**src/common/icache_settings.svh**
```systemverilog
/*
 * Instruction cache geometry
 * Set count, associativity, address width and line layout for the lookup side
 */

`ifndef ICACHE_SETTINGS_SVH
`define ICACHE_SETTINGS_SVH

// Number of sets in each way
`define ICACHE_LINES 128
// Ways per set
`define ICACHE_WAYS 4
// Width of the fetch address
`define ICACHE_AWID 32
// Byte offset bits inside one line
`define ICACHE_OFFSET_W 6
// Width of one cache line payload
`define ICACHE_DATA_W 128

`endif

```
**src/common/icache_pkg.sv**
```systemverilog
/*
 * Instruction cache types
 * Field types and positions used to split a fetch address
 */

`include "icache_settings.svh"

package icache_pkg;

	// =========================================================================
	// Field widths
	// =========================================================================

	// The index sits right above the byte offset
	localparam int INDEX_W = $clog2(`ICACHE_LINES);
	// The stored tag keeps every bit above the offset, index bits included
	localparam int TAG_W = `ICACHE_AWID - `ICACHE_OFFSET_W;
	localparam int WAY_W = $clog2(`ICACHE_WAYS);

	// Lowest address bit of each field
	localparam int INDEX_LSB = `ICACHE_OFFSET_W;
	localparam int TAG_LSB = `ICACHE_OFFSET_W;

	// =========================================================================
	// Types
	// =========================================================================

	typedef logic [INDEX_W-1:0] index_t;
	typedef logic [TAG_W-1:0] tag_t;
	typedef logic [WAY_W-1:0] way_t;
	typedef logic [`ICACHE_DATA_W-1:0] line_t;
	// One bit per way, bit n belongs to way n
	typedef logic [`ICACHE_WAYS-1:0] way_mask_t;

endpackage

```
**src/icache/icache_way_array.sv**
```systemverilog
/*
 * Cache way array
 * Keeps one entry per way and set, writes the masked ways at one index
 * and returns every way of one set without a clock
 */

`timescale 1ns/1ps

`include "icache_settings.svh"

module icache_way_array #(
	parameter type entry_t = logic
) (
	input  logic                 clk,
	input  icache_pkg::index_t   rd_index,
	input  icache_pkg::way_mask_t wr_mask,
	input  icache_pkg::index_t   wr_index,
	input  entry_t               wr_entry,
	output entry_t               rd_entries [`ICACHE_WAYS]
);

	// Storage is split by way so each way can be its own RAM
	entry_t mem [`ICACHE_WAYS][`ICACHE_LINES];

	// =========================================================================
	// Write port
	// =========================================================================

	// The same entry goes to every way that the mask selects
	always_ff @(posedge clk)
	begin
		for (int w = 0; w < `ICACHE_WAYS; w++)
		begin
			if (wr_mask[w])
				mem[w][wr_index] <= wr_entry;
		end
	end

	// =========================================================================
	// Read port
	// =========================================================================

	// All ways of the addressed set come out together for tag compare
	always_comb
	begin
		for (int w = 0; w < `ICACHE_WAYS; w++)
			rd_entries[w] = mem[w][rd_index];
	end

	// The fill controller must pick a single victim way per fill
	// Two written ways would leave a duplicate line in the set
	a_wr_mask_onehot: assert property (
		@(posedge clk) !$isunknown(wr_mask) |-> $onehot0(wr_mask)
	);

endmodule

```
**config.mk**
```make
export PLATFORM = sky130hd
export DESIGN_NAME = icache_way_array
export DESIGN_NICKNAME = d
export VERILOG_FILES = /design/src/common/icache_pkg.sv /design/src/icache/icache_way_array.sv
export VERILOG_INCLUDE_DIRS = /design/src /design/src/common
export SDC_FILE = /design/constraint.sdc
export NUM_CORES = 1
export LEC_CHECK = 0
export ABC_AREA = 1
export BUFFER_PORTS_ARGS = -buffer_cell sky130_fd_sc_hd__buf_2
export CAP_MARGIN = 20
export CORE_MARGIN = 4
export CORE_UTILIZATION = 57
export DETAILED_ROUTE_END_ITERATION = 16
export GPL_ROUTABILITY_DRIVEN = 1
export GPL_TIMING_DRIVEN = 0
export HOLD_SLACK_MARGIN = 0.1
export PLACE_DENSITY = 0.87
export SLEW_MARGIN = 5
export SYNTH_ARGS = -nofsm -noshare
export SYNTH_HDL_FRONTEND = slang
export SYNTH_SLANG_ARGS = --single-unit
export TNS_END_PERCENT = 5
```
**constraint.sdc**
```tcl
create_clock -name clk -period 1.3 [get_ports clk]
set_input_delay 0.13 -clock clk [delete_from_list [all_inputs] [get_ports clk]]
set_output_delay 0.13 -clock clk [all_outputs]
set_load 0.05 [all_outputs]
```
==> impl_metrics.ini <==
[sta]
finalCriticalPeriod_ps = 2250
finalSetupViolations = 22
finalHoldViolations = 0
fin_crit_sh_pct = 173
fin_setup_tns_ps = -4060
setup_ws_ps = -949
slew_headroom_pct = 44.1
rsz0062_at_grt = true
slew_violations = 0
fmax_ghz = 0.445
whs_ps = 26.3
tightest_slew_ps = 838

[clock_tree]
tritoncts = yes
cts-buffers-inserted = 50
htree_num_levels = 2
clock-sinks = 512
clockBufferDepth = 3
root_buffer = clkbuf_16
cts.clk_slew.worst_paths_ps = 60

[detailed_routing]
vias = 19641
first_iter_violations = 3860
drc = 0
antenna_left = 0
routed_via_density = 6.37
dr.pass1.iters = 6
totalWireLength_mm = 74.4
wl_per_cell_um = 24.1

[pwr]
p_leak_nw = 10.3
p_per_area_nw_per_um2 = 1320
ir_worst_vdd_uv = 1170

[global_route]
grt_pass1_vias = 18699
grt_max_degree = 179
antenna_found_initial = 1
grt_use_total_pct = 32.5
grt_pass1_wl_mm = 109
gr-total-overflow = 0

[cells_and_area]
seqCellArea_um2 = 15400
regMostFlops = mem
fin_util_pct = 66.8
top_regs = mem: 512 flops
layout.nets = 2532
largest_reg_flops = 512
n_fill_cell = 2842
area_delta_synth_final_pct = 15.9
multiInputGateArea_um2 = 8090
layout-drive-gt1-share_pct = 16.6

[floorplanning]
start_util_pct = 57.6
die_h_um = 211
die-area_um2 = 44600
num_io_pins = 24
rows = 74
die_w_um = 211
core_um2 = 40800

[logic_synthesis]
synth_cell_types = 16
synth-edff-count = 512
synth_nets = 2455
synth_most_common_cell = nand2_1
ys_warn_count = 0
synthesis.area_um2 = 23500
syn_area_per_cell_um2 = 9.66
ys_seq_area_share_pct = 65.4
async_reset_ff_share_pct = 0
synth-seq-cells = 512
synth_top_area_cell = edfxtp_1
syn_inst = 2435
yosys-top-cells-area = edfxtp_1, nand2_1, nand3_1
synth_top_area_share_pct = 65.4
yosys_most_used_dff = edfxtp_1
synth_commonest_cells = nand2_1, edfxtp_1, nor2_1

[worst_hold_path]
hold_depth = 1
hp-class = in -> reg

[place]
place_hpwl_mm = 48.6
place_ws_ps = -1340
portBuffers = 19
gp_congestion = 0.959

[flow_run]
drv_cap = 0

[critical_path]
path_class = in -> out
worstSetupEndpointType = primary output
cp-start-kind = input pin
cp_max_fo = 10
cp.arrival_ps = 2120
cp.required_ps = 1170

[run_status]
status = finished, violations left
violations = setup timing
==> report_power, final <==
part	internal (mW)	switching, mW
sequential	18.2	0.0174
clock	8.15	6.20
combinational	0.889	2.59
total	27.3	8.81
==> cell type report <==
type	count	share of cell area [%]
repair buffers	25	1.06
well taps	532	2.44
clock buffers	60	4.80
clock inverters	30	1.00
diodes	2	0.0184
plain buffers	173	4.35
flip-flops and latches	512	56.4
inverters	18	0.294
multi-input cells	1732	29.7
==> critical path, cell delays in order <==
cell and delay [ps]:
buf_2 130, inv_1 70, buf_2 320, buf_2 370, nand3_1 140, nand3_1 140
nand3_2 120, nand2_2 110, nand2_1 80, nand3_2 130, nand2_1 80, nand2_2 80
nand2_4 70, buf_6 150
==> layer usage <==
| metal | track usage (%) | wire, µm | part of all wire, % |
|---|---|---|---|
| met5 | 0 | 0 | 0 |
| met4 | 17.3 | 4910 | 6.6 |
| met3 | 8.18 | 11400 | 15 |
| met2 | 51.3 | 34000 | 46 |
| met1 | 41.8 | 24100 | 32 |
==> cells by family after synthesis <==
logic type / synth area share (%)
buffers and inverters: 3.59
and+or+nand+nor: 31.0
DFF: 65.4
==> through the flow <==
step | area, µm² | cells | power [mW]
after global routing | 27300 | 3083 | 36.8
after CTS | 26900 | 3079 | 35.6
after floorplan | 23900 | 2435 | 20.3
after detailed placement | 24700 | 2988 | 21.5
final | 27300 | 3084 | 36.1
after global placement | 24600 | 2986 | 21.5
==> placed cells by master (no fill, tap or decap), drive strengths merged <==
cell,count
nand2,732
nor2,528
edfxtp,512
nand3,464
clkbuf,143
buf,114
clkinv,22
inv,19
nor3,8
bufinv,5
diode,2
clkinvlp,2
dlygate4sd3,1
==> final timing paths <==
| check | startpoint | end |
|---|---|---|
| worst max-delay path | rd_index[1] | rd_entries[3] |
| worst min-delay path | wr_entry | mem[1][122] |
==> repair_timing <==
item,4_1_cts,5_1_grt
gates cloned,0,2
pin swaps,68,75
setup endpoints to repair,568,372
buffers inserted,1,0
hold endpoints to repair,74,20
resized for setup,158,79
(Power assumes the default switching activity.)
