--- config.mk ---
export PLATFORM = sky130hd
export DESIGN_NAME = icache_hit_detect
export DESIGN_NICKNAME = d
export VERILOG_FILES = /design/src/common/icache_pkg.sv /design/src/icache/icache_hit_detect.sv
export VERILOG_INCLUDE_DIRS = /design/src /design/src/common
export SDC_FILE = /design/constraint.sdc
export NUM_CORES = 1
export LEC_CHECK = 0
export ABC_AREA = 1
export ABC_CLOCK_PERIOD_IN_PS = 1600
export BUFFER_PORTS_ARGS = -buffer_cell sky130_fd_sc_hd__buf_4
export CAP_MARGIN = 0
export CELL_PAD_IN_SITES_DETAIL_PLACEMENT = 0
export CELL_PAD_IN_SITES_GLOBAL_PLACEMENT = 1
export CORE_AREA = 3 3 304 306
export DETAILED_ROUTE_END_ITERATION = 10
export DIE_AREA = 0 0 307 309
export PLACE_DENSITY_LB_ADDON = 0.1
export SYNTH_ARGS = -nofsm -noshare
export SYNTH_HDL_FRONTEND = slang
export SYNTH_SLANG_ARGS = --single-unit
--- constraint.sdc ---
create_clock -name clk -period 1.6 [get_ports clk]
set_input_delay 0.32 -clock clk [delete_from_list [all_inputs] [get_ports clk]]
set_output_delay 0.32 -clock clk [all_outputs]
set_load 0.005 [all_outputs]
--- src/common/icache_settings.svh ---
/*
 * Instruction cache geometry
 * Set count, associativity, address width and line layout for the lookup side
 */

`ifndef ICACHE_SETTINGS_SVH
`define ICACHE_SETTINGS_SVH

// Number of sets in each way
`define ICACHE_LINES 128
// Ways per set
`define ICACHE_WAYS 4
// Width of the fetch address
`define ICACHE_AWID 32
// Byte offset bits inside one line
`define ICACHE_OFFSET_W 6
// Width of one cache line payload
`define ICACHE_DATA_W 128

`endif

--- src/common/icache_pkg.sv ---
/*
 * Instruction cache types
 * Field types and positions used to split a fetch address
 */

`include "icache_settings.svh"

package icache_pkg;

	// =========================================================================
	// Field widths
	// =========================================================================

	// The index sits right above the byte offset
	localparam int INDEX_W = $clog2(`ICACHE_LINES);
	// The stored tag keeps every bit above the offset, index bits included
	localparam int TAG_W = `ICACHE_AWID - `ICACHE_OFFSET_W;
	localparam int WAY_W = $clog2(`ICACHE_WAYS);

	// Lowest address bit of each field
	localparam int INDEX_LSB = `ICACHE_OFFSET_W;
	localparam int TAG_LSB = `ICACHE_OFFSET_W;

	// =========================================================================
	// Types
	// =========================================================================

	typedef logic [INDEX_W-1:0] index_t;
	typedef logic [TAG_W-1:0] tag_t;
	typedef logic [WAY_W-1:0] way_t;
	typedef logic [`ICACHE_DATA_W-1:0] line_t;
	// One bit per way, bit n belongs to way n
	typedef logic [`ICACHE_WAYS-1:0] way_mask_t;

endpackage

--- src/icache/icache_hit_detect.sv ---
/*
 * Cache hit detector
 * Compares the fetch tag with all ways of the indexed set and
 * registers hit, hit way and the hit line one cycle after the lookup
 */

`timescale 1ns/1ps

`include "icache_settings.svh"

module icache_hit_detect (
	input  logic                    clk,
	input  logic                    arst_n,
	input  logic                    lookup,
	input  logic [`ICACHE_AWID-1:0] ip,
	input  icache_pkg::tag_t        tags [`ICACHE_WAYS],
	input  icache_pkg::line_t       lines [`ICACHE_WAYS],
	input  icache_pkg::way_mask_t   valid,
	output logic                    hit_valid,
	output logic                    hit,
	output icache_pkg::way_t        hit_way,
	output icache_pkg::line_t       hit_data
);

	import icache_pkg::*;

	// Tag field of the fetch address
	tag_t ip_tag;
	// Per way compare result, already qualified by the valid bit
	way_mask_t match;
	// Encoded matching way and the line it holds
	way_t match_way;

	assign ip_tag = ip[`ICACHE_AWID-1:TAG_LSB];

	// =========================================================================
	// Compare
	// =========================================================================

	always_comb
	begin
		for (int w = 0; w < `ICACHE_WAYS; w++)
			match[w] = (tags[w] == ip_tag) && valid[w];
	end

	// Encode the matching way
	// With at most one match the loop order does not matter
	always_comb
	begin
		match_way = '0;
		for (int w = 0; w < `ICACHE_WAYS; w++)
		begin
			if (match[w])
				match_way = way_t'(w);
		end
	end

	// =========================================================================
	// Result registers
	// =========================================================================

	// Strobe and hit flag are control state
	always_ff @(posedge clk or negedge arst_n)
	begin
		if (!arst_n)
		begin
			hit_valid <= 1'b0;
			hit <= 1'b0;
			hit_way <= '0;
		end
		else
		begin
			hit_valid <= lookup;
			hit <= lookup && (|match);
			// A miss leaves the last hit way in place
			if (lookup && (|match))
				hit_way <= match_way;
		end
	end

	// The line follows the same rule as the way
	always_ff @(posedge clk)
	begin
		if (lookup && (|match))
			hit_data <= lines[match_way];
	end

	// A set never holds the same valid tag twice
	// This depends on the tag array contents and the fill controller valid bits
	a_single_match: assert property (
		@(posedge clk) disable iff (!arst_n) lookup |-> $onehot0(match)
	);

endmodule

==> reports/results.txt <==
Die width: 307 um
Pre-CTS WS: -0.9951 ns
Fin cells: 4,273
Worst Hold End: hit_valid
Synth Net Count: 2,811
R2R Setup Slk: 0.97 ns
Sw frac: 29.15%
Final worst slack: -0.2393 ns
Initial Util: 13.43%
Row cnt: 110
Mean Syn Cell Area: 5.598 sq um
Slew margin rel.: 82.59%
Sequential power share: 34.8%
Failing checks: setup timing
Worst path arrival time: 2.18 ns
Distinct cells, synth: 20
# IOs: 787
Post-synth top area share: 31.85%
Drt wl/cell: 21.41 um
Critical-path top delay cell: clkbuf_16
Utilization after layout: 26.79%
CP Class: in2reg
Slowest stage delay, CP: 0.20 ns
Clk pwr share: 39.9%
Die area: 94,860 sq um
Placed cells: 4,148
Pint: 7.698 mW
CP cell instances: buf_4 -> nand2_1 -> nand2_1 -> nor2_1 -> nand2_1 -> nor2_1 -> nand2_2 -> inv_2 -> nand2_4 -> buf_6 -> nand2_8 -> buf_12 -> buf_12 -> clkinv_8 -> clkbuf_16 -> nor2_1 -> nand2_1 -> nand2_1
Reg-to-reg startpoint: hit_way[0]
Via Count: 16.47k
Share of cells above drive strength 1: 41.12%
CTS tree: yes
Clock Pin Slew Worst Setup and Hold Paths: 0.06 ns
FF/Latch Area: 3944 sq um
CP dominant cell by count: nand2_1
Setup Skew: 0 ns
Pin count of the biggest net entering global routing: 45
Cell type with the largest total area after synthesis: edfxtp_1
First-pass GRT wire length: 119,600 um
Hold path cells: 1
WP data required: 1.94 ns
First-pass DRT Iterations: 5
Vias in the first global route: 17.10k
Peak VDD IR: 0.8230 mV
Vias per inst: 3.855
# DRC: 0
Grt ovf: 0
Most frequent cell after synthesis: nand2_1
Worst hold start: lookup
Setup crit end kind: flop
Yosys warning count: 0
CP top delay family: simple AND/OR/NAND/NOR gates
Syn-to-layout area delta: 99.50%
Worst hold-check path type: in2reg
Worst skew pair latency: 0.47 ns
Seq cells post-synth: 132
Grt met2 use: 31.60%
Met3 Usage GRT: 6.011%
DRT antenna net count: 0
Max_cap viols: 0
Area contributors post-synth: edfxtp_1, nand2_1, nor2_1
GR met1 Demand/Resource: 19.79%
Port bufs: 780
Worst-Margin Slew: 0.2611 ns
Leakage power: 13.19 nW
Area of the multi-input gates: 6925 sq um
Crit start category: input pin
Most frequent cells after synthesis: nand2_1, nor2_1, inv_1
RSZ-0062 raised after global routing: true
Final Hold Vio Count: 0
R2R cell count: 2
NetSw: 3.167 mW
Antenna violations before repair: 23
Pins Over Slew Limit: 0
Min Tclk post-route: 1.839 ns
Most used DFF post-synth: edfxtp_1
Root buf cell: clkbuf_16
CTS max path bufs: 2
Endpoints failing setup: 256
Detailed Route Iter0 Violations: 836
Syn Inst Count: 2,156
Post-synth EDFFs: 128
Sequential area share after synthesis: 32.68%
Routed WL: 91,510 um
Layout Nets: 3,726
Pwr/cell area: 451.2 nW/um^2
Filler cell count: 10.22k
GRT Total Usage: 17.63%
GPL Wtd Cong: 0.8646
Max Clk Rate: 543.7 MHz
Synthesized cell area: 12,070 sq um
FF-to-FF End: hit_way[0]
Most used routing layer: met2
Die height: 309 um
Critical path peak fanout: 13
CTS H-tree depth: 4
Final Cycle Share: 115.0%
Num CTS Buffers: 17
Clock sinks: 132
Logic pwr share: 25.2%
Status: finished with violations
Core area: 89,870 sq um
Hpwl dp: 68,980 um
Bufs and invs on worst path: 7
Post-synth ARST share: 3.030%
-- per-stage QoR --
step	area (sq um)	setup TNS, ns	hold slack (ns)	power [mW]
final	24080	-39.82	0.05817	10.86
after global routing	24070	-58.18	0.03595	11.45
after CTS	22630	-35.57	0.01730	11.04
after detailed placement	20520	-241.84	0.1288	6.425
after global placement	20520	-234.55	0.1306	6.440
after floorplan	12170	-104.21	0.02441	4.683
-- repair_timing --
item,4_1_cts,5_1_grt
pin swaps,34,70
endpoints found under the hold margin,4,0
hold buffers,1,0
setup endpoints to repair,258,258
gates cloned,21,30
buffers inserted,24,11
gates resized for setup,197,207
-- cell usage in the layout, fill, tap and decap left out, types with 44 or more instances in the layout --
cell,synthesis,routed
clkbuf_16,0,44
nand2_2,2,87
buf_4,1,823
edfxtp_1,128,128
nor2_1,566,482
inv_1,382,369
buf_12,0,49
nand3_1,136,132
nand2_1,787,677
nor2_2,0,67
buf_6,12,48
-- layer usage --
metal	part of all wire (%)	vias to the layer above
met3	7.6	90
li1	-	8172
met4	2.0	16
met5	0.11	-
met1	40	7632
met2	51	561
-- layout make-up --
class,instances,area share [%]
timing repair inverter,1,0.06755
tap,1176,6.111
antenna,13,0.1351
sequential,132,16.38
inverter,396,6.345
clock buffer,18,1.782
multi-input combinational,1527,28.76
clock inverter,14,0.7067
timing repair buffer,996,39.71
-- kinds of logic after synthesis --
family	synth area share, %
and+or+nand+nor	48.24
buffers and inverters	17.13
DFF	32.68
xor gates and xnor gates	1.814
AOI/OAI and AO/OA	0.1452
-- worst max-delay path by stage --
stage           start       endpoint  slack, ns  cells after the start
2_1_floorplan  ip[16]    hit_data[0]      -0.56                     11
3_3_place_gp   ip[21]   hit_data[72]      -0.97                     18
6_report        ip[6]  hit_data[110]      -0.24                     18
3_5_place_dp   ip[21]  hit_data[112]       -1.0                     17
5_1_grt        ip[21]   hit_data[88]      -0.34                     18
4_1_cts        ip[21]   hit_data[97]      -0.21                     17
-- power by group through the flow --
stage | sequential (mW) | clock [mW] | combinational [mW]
after floorplan | 3.86 | 0 | 0.820
after global placement | 3.86 | 0 | 2.58
after detailed placement | 3.86 | 0 | 2.56
after CTS | 3.79 | 4.57 | 2.69
after global routing | 3.78 | 4.64 | 3.03
final | 3.79 | 4.34 | 2.74
-- flip-flops by register name, summed over array words and instances, names as in the netlist --
signal	count
hit	1
hit_valid	1
hit_way	2
hit_data	128
Note: power is estimated with default switching activity, not from simulation.
