**config.mk**
```make
export PLATFORM = sky130hd
export DESIGN_NAME = icache_fill_ctrl
export DESIGN_NICKNAME = d
export VERILOG_FILES = /design/src/common/icache_pkg.sv /design/src/icache/icache_fill_ctrl.sv
export VERILOG_INCLUDE_DIRS = /design/src /design/src/common
export SDC_FILE = /design/constraint.sdc
export NUM_CORES = 2
export LEC_CHECK = 0
export CAP_MARGIN = 20
export CORE_MARGIN = 3
export CORE_UTILIZATION = 55
export DETAILED_ROUTE_END_ITERATION = 12
export DONT_BUFFER_PORTS = 1
export HOLD_SLACK_MARGIN = 0.06
export PLACE_DENSITY = 0.76
export SLEW_MARGIN = 5
export SYNTH_ARGS = -nofsm -noshare
export SYNTH_HDL_FRONTEND = slang
export SYNTH_SLANG_ARGS = --single-unit
```
**constraint.sdc**
```tcl
create_clock -name clk -period 8.05 [get_ports clk]
set_input_delay 1.61 -clock clk [delete_from_list [all_inputs] [get_ports clk]]
set_output_delay 1.61 -clock clk [all_outputs]
set_load 0.05 [all_outputs]
```
**src/common/icache_settings.svh**
```systemverilog
/*
 * Instruction cache geometry
 * Set count, associativity, address width and line layout for the lookup side
 */

`ifndef ICACHE_SETTINGS_SVH
`define ICACHE_SETTINGS_SVH

// Number of sets in each way
`define ICACHE_LINES 128
// Ways per set
`define ICACHE_WAYS 4
// Width of the fetch address
`define ICACHE_AWID 32
// Byte offset bits inside one line
`define ICACHE_OFFSET_W 6
// Width of one cache line payload
`define ICACHE_DATA_W 128

`endif

```
**src/common/icache_pkg.sv**
```systemverilog
/*
 * Instruction cache types
 * Field types and positions used to split a fetch address
 */

`include "icache_settings.svh"

package icache_pkg;

	// =========================================================================
	// Field widths
	// =========================================================================

	// The index sits right above the byte offset
	localparam int INDEX_W = $clog2(`ICACHE_LINES);
	// The stored tag keeps every bit above the offset, index bits included
	localparam int TAG_W = `ICACHE_AWID - `ICACHE_OFFSET_W;
	localparam int WAY_W = $clog2(`ICACHE_WAYS);

	// Lowest address bit of each field
	localparam int INDEX_LSB = `ICACHE_OFFSET_W;
	localparam int TAG_LSB = `ICACHE_OFFSET_W;

	// =========================================================================
	// Types
	// =========================================================================

	typedef logic [INDEX_W-1:0] index_t;
	typedef logic [TAG_W-1:0] tag_t;
	typedef logic [WAY_W-1:0] way_t;
	typedef logic [`ICACHE_DATA_W-1:0] line_t;
	// One bit per way, bit n belongs to way n
	typedef logic [`ICACHE_WAYS-1:0] way_mask_t;

endpackage

```
**src/icache/icache_fill_ctrl.sv**
```systemverilog
/*
 * Cache fill controller
 * Owns the valid bits and per set round-robin pointers, turns a fill
 * strobe into array writes and reports the tag of a displaced line
 */

`timescale 1ns/1ps

`include "icache_settings.svh"

module icache_fill_ctrl (
	input  logic                    clk,
	input  logic                    arst_n,
	input  logic                    fill,
	input  logic [`ICACHE_AWID-1:0] fill_addr,
	input  logic                    inv,
	input  logic                    lookup,
	input  logic [`ICACHE_AWID-1:0] lookup_ip,
	input  icache_pkg::tag_t        old_tags [`ICACHE_WAYS],
	output icache_pkg::index_t      rd_index,
	output icache_pkg::way_mask_t   valid,
	output icache_pkg::way_mask_t   wr_mask,
	output icache_pkg::index_t      wr_index,
	output icache_pkg::tag_t        wr_tag,
	output logic                    evict_valid,
	output icache_pkg::tag_t        evict_tag
);

	import icache_pkg::*;

	// Valid bits per set, one bit per way
	way_mask_t valid_q [`ICACHE_LINES];
	// Next victim way per set
	way_t rr_q [`ICACHE_LINES];

	index_t fill_index;
	index_t lookup_index;
	way_t victim;
	// A fill that is not cancelled by a same cycle invalidate
	logic fill_go;

	// =========================================================================
	// Fill decode
	// =========================================================================

	assign fill_index = fill_addr[INDEX_LSB +: INDEX_W];
	assign lookup_index = lookup_ip[INDEX_LSB +: INDEX_W];
	assign fill_go = fill && !inv;
	assign victim = rr_q[fill_index];

	// The tag array read port serves the old tag during a fill
	// and the lookup set otherwise
	assign rd_index = fill ? fill_index : lookup_index;
	assign valid = valid_q[rd_index];

	// Array writes happen at the edge where fill is high
	assign wr_mask = fill_go ? (way_mask_t'(1) << victim) : '0;
	assign wr_index = fill_index;
	assign wr_tag = fill_addr[`ICACHE_AWID-1:TAG_LSB];

	// =========================================================================
	// Valid bits, pointers and eviction report
	// =========================================================================

	always_ff @(posedge clk or negedge arst_n)
	begin
		if (!arst_n)
		begin
			for (int s = 0; s < `ICACHE_LINES; s++)
			begin
				valid_q[s] <= '0;
				rr_q[s] <= '0;
			end
			evict_valid <= 1'b0;
		end
		else
		begin
			// Invalidate clears every set but keeps the pointers
			if (inv)
			begin
				for (int s = 0; s < `ICACHE_LINES; s++)
					valid_q[s] <= '0;
			end
			else if (fill)
			begin
				valid_q[fill_index][victim] <= 1'b1;
				rr_q[fill_index] <= victim + way_t'(1);
			end
			// Only a valid victim is worth reporting
			evict_valid <= fill_go && valid_q[fill_index][victim];
		end
	end

	// The old tag is read through rd_index in the fill cycle
	always_ff @(posedge clk)
	begin
		if (fill_go)
			evict_tag <= old_tags[victim];
	end

	// The tag read port is shared, so the hit detector and a fill cannot meet
	a_no_fill_lookup: assert property (
		@(posedge clk) disable iff (!arst_n) !(fill && lookup)
	);

endmodule

```
==> flow_metrics.env <==
export IMPL_netSwitchingPower_mw=2.43
export IMPL_hold_start="rr_q[164]"
export IMPL_ys_ff_latch=795
export IMPL_worstPathArrival_ns=5.08
export IMPL_rsz0062_at_grt="no"
export IMPL_place_hpwl_um=82800
export IMPL_grt_start_max_net_pins=770
export IMPL_start_util=0.557
export IMPL_clockPowerShare=0.429
export IMPL_synth_most_common_cell="dfrtp_1"
export IMPL_drive_gt1_frac=0.116
export IMPL_core_um2=74800
export IMPL_muxShareOfSynthArea=0.0914
export IMPL_ff2ff_path_depth=13
export IMPL_cts_buffers=84
export IMPL_period_share=0.831
export IMPL_crit_type="in2out"
export IMPL_grt_pass1_wl_um=214000
export IMPL_yosysTopAreaCellShare=0.462
export IMPL_final_nets=4376
export IMPL_fin_skew_ns=0.0358
export IMPL_busiest_layer="met2"
export IMPL_wirelength_um=142000
export IMPL_ys_top_cells_by_area="dfrtp_1, o22ai_1, mux2_2"
export IMPL_num_rows=100
export IMPL_syn2layout_area_growth_pct=6.98
export IMPL_route_vias_total=36768
export IMPL_slew_headroom=0.116
export IMPL_cp_required_ns=6.44
export IMPL_worstReg2RegStart="rr_q[132]"
export IMPL_ir_drop_mv=0.165
export IMPL_hold_slack_ns=0.479
export IMPL_startpoint="fill_addr[7]"
export IMPL_htreeDepth=3
export IMPL_vias_per_cell=7.02
export IMPL_worst_skew_pair_late_latency_ns=0.65
export IMPL_p_sw_frac=0.268
export IMPL_synth_ff_type="dfrtp_1"
export IMPL_first_pass_iters=8
export IMPL_post_synth_top_area_cell="dfrtp_1"
export IMPL_cts_root_buf="clkbuf_16"
export IMPL_p_seq_frac=0.463
export IMPL_drv_slew=0
export IMPL_post_cts_resized=0
export IMPL_synth_cell_types=64
export IMPL_grt_usage=0.351
export IMPL_period_needed_ns=6.69
export IMPL_endpoint_kind="output pin"
export IMPL_hold_buffers=0
export IMPL_gp_congestion=0.937
export IMPL_synth_top_family_by_area="compound AO/OA/AOI/OAI gates"
export IMPL_place_area_um2=41800
export IMPL_ios=248
export IMPL_use_met2=0.519
export IMPL_final_hold_viol_count=0
export IMPL_drc=0
export IMPL_cellPowerDensity_nw_per_um2=204
export IMPL_synth_edf_count=26
export IMPL_ant_nets=0
export IMPL_p_int_mw=6.66
export IMPL_avgSynthCellArea_um2=9.33
export IMPL_min_path_type="reg2reg"
export IMPL_holdPathStages=2
export IMPL_finalPower_mw=9.09
export IMPL_async_reset_ff_frac=0.967
export IMPL_finalSetupTns_ns=0
export IMPL_clk_pin_slew_ns=0.06
export IMPL_synth_compound_area_frac=0.238
export IMPL_met3_usage=0.108
export IMPL_grt_pass1_vias=35363
export IMPL_fmax_ghz=0.149
export IMPL_syn_nets=4645
export IMPL_drt_iter0_markers=5260
export IMPL_p_leak_nw=17.5
export IMPL_dieArea_um2=79100
export IMPL_comb_power_share=0.108
export IMPL_setup_violations=0
export IMPL_syn_cell_area_um2=41700
export IMPL_synth_commonest_cells="dfrtp_1, nand2_1, o22ai_1, inv_1, clkbuf_1"
export IMPL_dieHeight_um=281
export IMPL_antenna_found_initial=9
export IMPL_synth_xor_area_frac=0
export IMPL_io_buffer_count=0
export IMPL_avgRoutedWirePerCell_um=27.1
export IMPL_startpoint_type="input pin"
export IMPL_cts_setup_buffers=0
export IMPL_run_status="finished, final reports clean"
export IMPL_synth_fa_ha_area_frac=0.00120
export IMPL_final_area_um2=44600
export IMPL_fp_dieW_um=281
export IMPL_cts_max_path_buffers=3
export IMPL_maxCapViolCount=0
export IMPL_tightestPinTransition_ns=1.33
export IMPL_cp_max_fo=162
export IMPL_cts_tree="built"
export IMPL_yosys_warnings=0
export IMPL_overflow=0
export IMPL_yosysSeqAreaShare=0.480
export IMPL_gr_usage_met1=0.459
export IMPL_yosys_area_share_simple=0.0908
export IMPL_cts_sinks=795
export IMPL_synth_cells=4468
flip-flops by register name (all words and copies together), names as in the netlist:
register,count
evict_valid,1
evict_tag,26
valid_q,512
rr_q,256
cell type report:
cell class	count	area [um2]
fill	6144	30200
sequential	795	20000
multi-input combinational	2688	17700
clock buffer	132	2530
inverter	532	2010
tap	969	1210
timing repair buffer	98	891
clock inverter	14	179
antenna	6	15.0
placed cells by master (no fill, tap or decap), types with 27 or more instances in the layout:
master	count
a211oi_1	121
a21oi_1	109
a221oi_1	66
a22o_1	27
a22oi_1	86
a311oi_1	98
a31oi_1	46
and2_1	27
buf_4	88
clkbuf_1	27
clkbuf_16	87
dfrtp_1	769
inv_1	524
mux2_2	197
mux2i_1	93
nand2_1	551
nand3_1	108
nor2_1	162
o211ai_1	142
o21ai_0	147
o22ai_1	531
power by group through the flow:
stage	registers, mW	clock network [mW]	logic, mW
after detailed placement	4.28	0	0.868
after floorplan	4.26	0	0.693
after global routing	4.22	4.08	1.02
after global placement	4.27	0	0.857
final	4.21	3.90	0.978
after CTS	4.21	3.92	0.871
through the flow:
step	utilization	setup slack, ns	instances
final	0.596	1.36	5234
after global routing	0.596	1.38	5231
after CTS	0.594	1.55	5224
after detailed placement	0.558	1.55	5078
after global placement	0.558	1.54	5078
after floorplan	-	1.47	4468
kinds of logic (layout without fill, tap and decap cells):
| logic type | count (synthesis) | in the layout |
|---|---|---|
| AO/OA/AOI/OAI | 1452 | 1452 |
| buffers and inverters | 985 | 776 |
| AND/OR/NAND/NOR | 910 | 910 |
| flip-flops | 795 | 795 |
| multiplexers | 322 | 322 |
| adder cells (fa/ha/maj) | 4 | 4 |
| other | 0 | 6 |
path summary, 6_finish.rpt:
check,end,slack [ns]
min,rr_q[164],0.48
min in group asynchronous,rr_q[233],0.67
min reg2reg,rr_q[164],0.48
max,valid[2],1.36
max reg2reg,valid_q[29],3.13
max in group asynchronous,valid_q[40],4.92
per-layer routing:
metal | share of wire | wire, um
met5 | 0.00051 | 72
met4 | 0.069 | 9770
met3 | 0.13 | 18600
met2 | 0.43 | 60900
met1 | 0.37 | 52300
worst max-delay path, stage by stage:
cell	delay [ns]
mux2i_4	0.16
inv_8	0.56
buf_12	0.45
a211oi_1	0.16
a311oi_1	0.52
a31oi_1	0.15
a211oi_1	0.39
a211oi_1	0.11
o31ai_2	0.41
buf_4	0.28
Power figures use the tool's default switching activity.
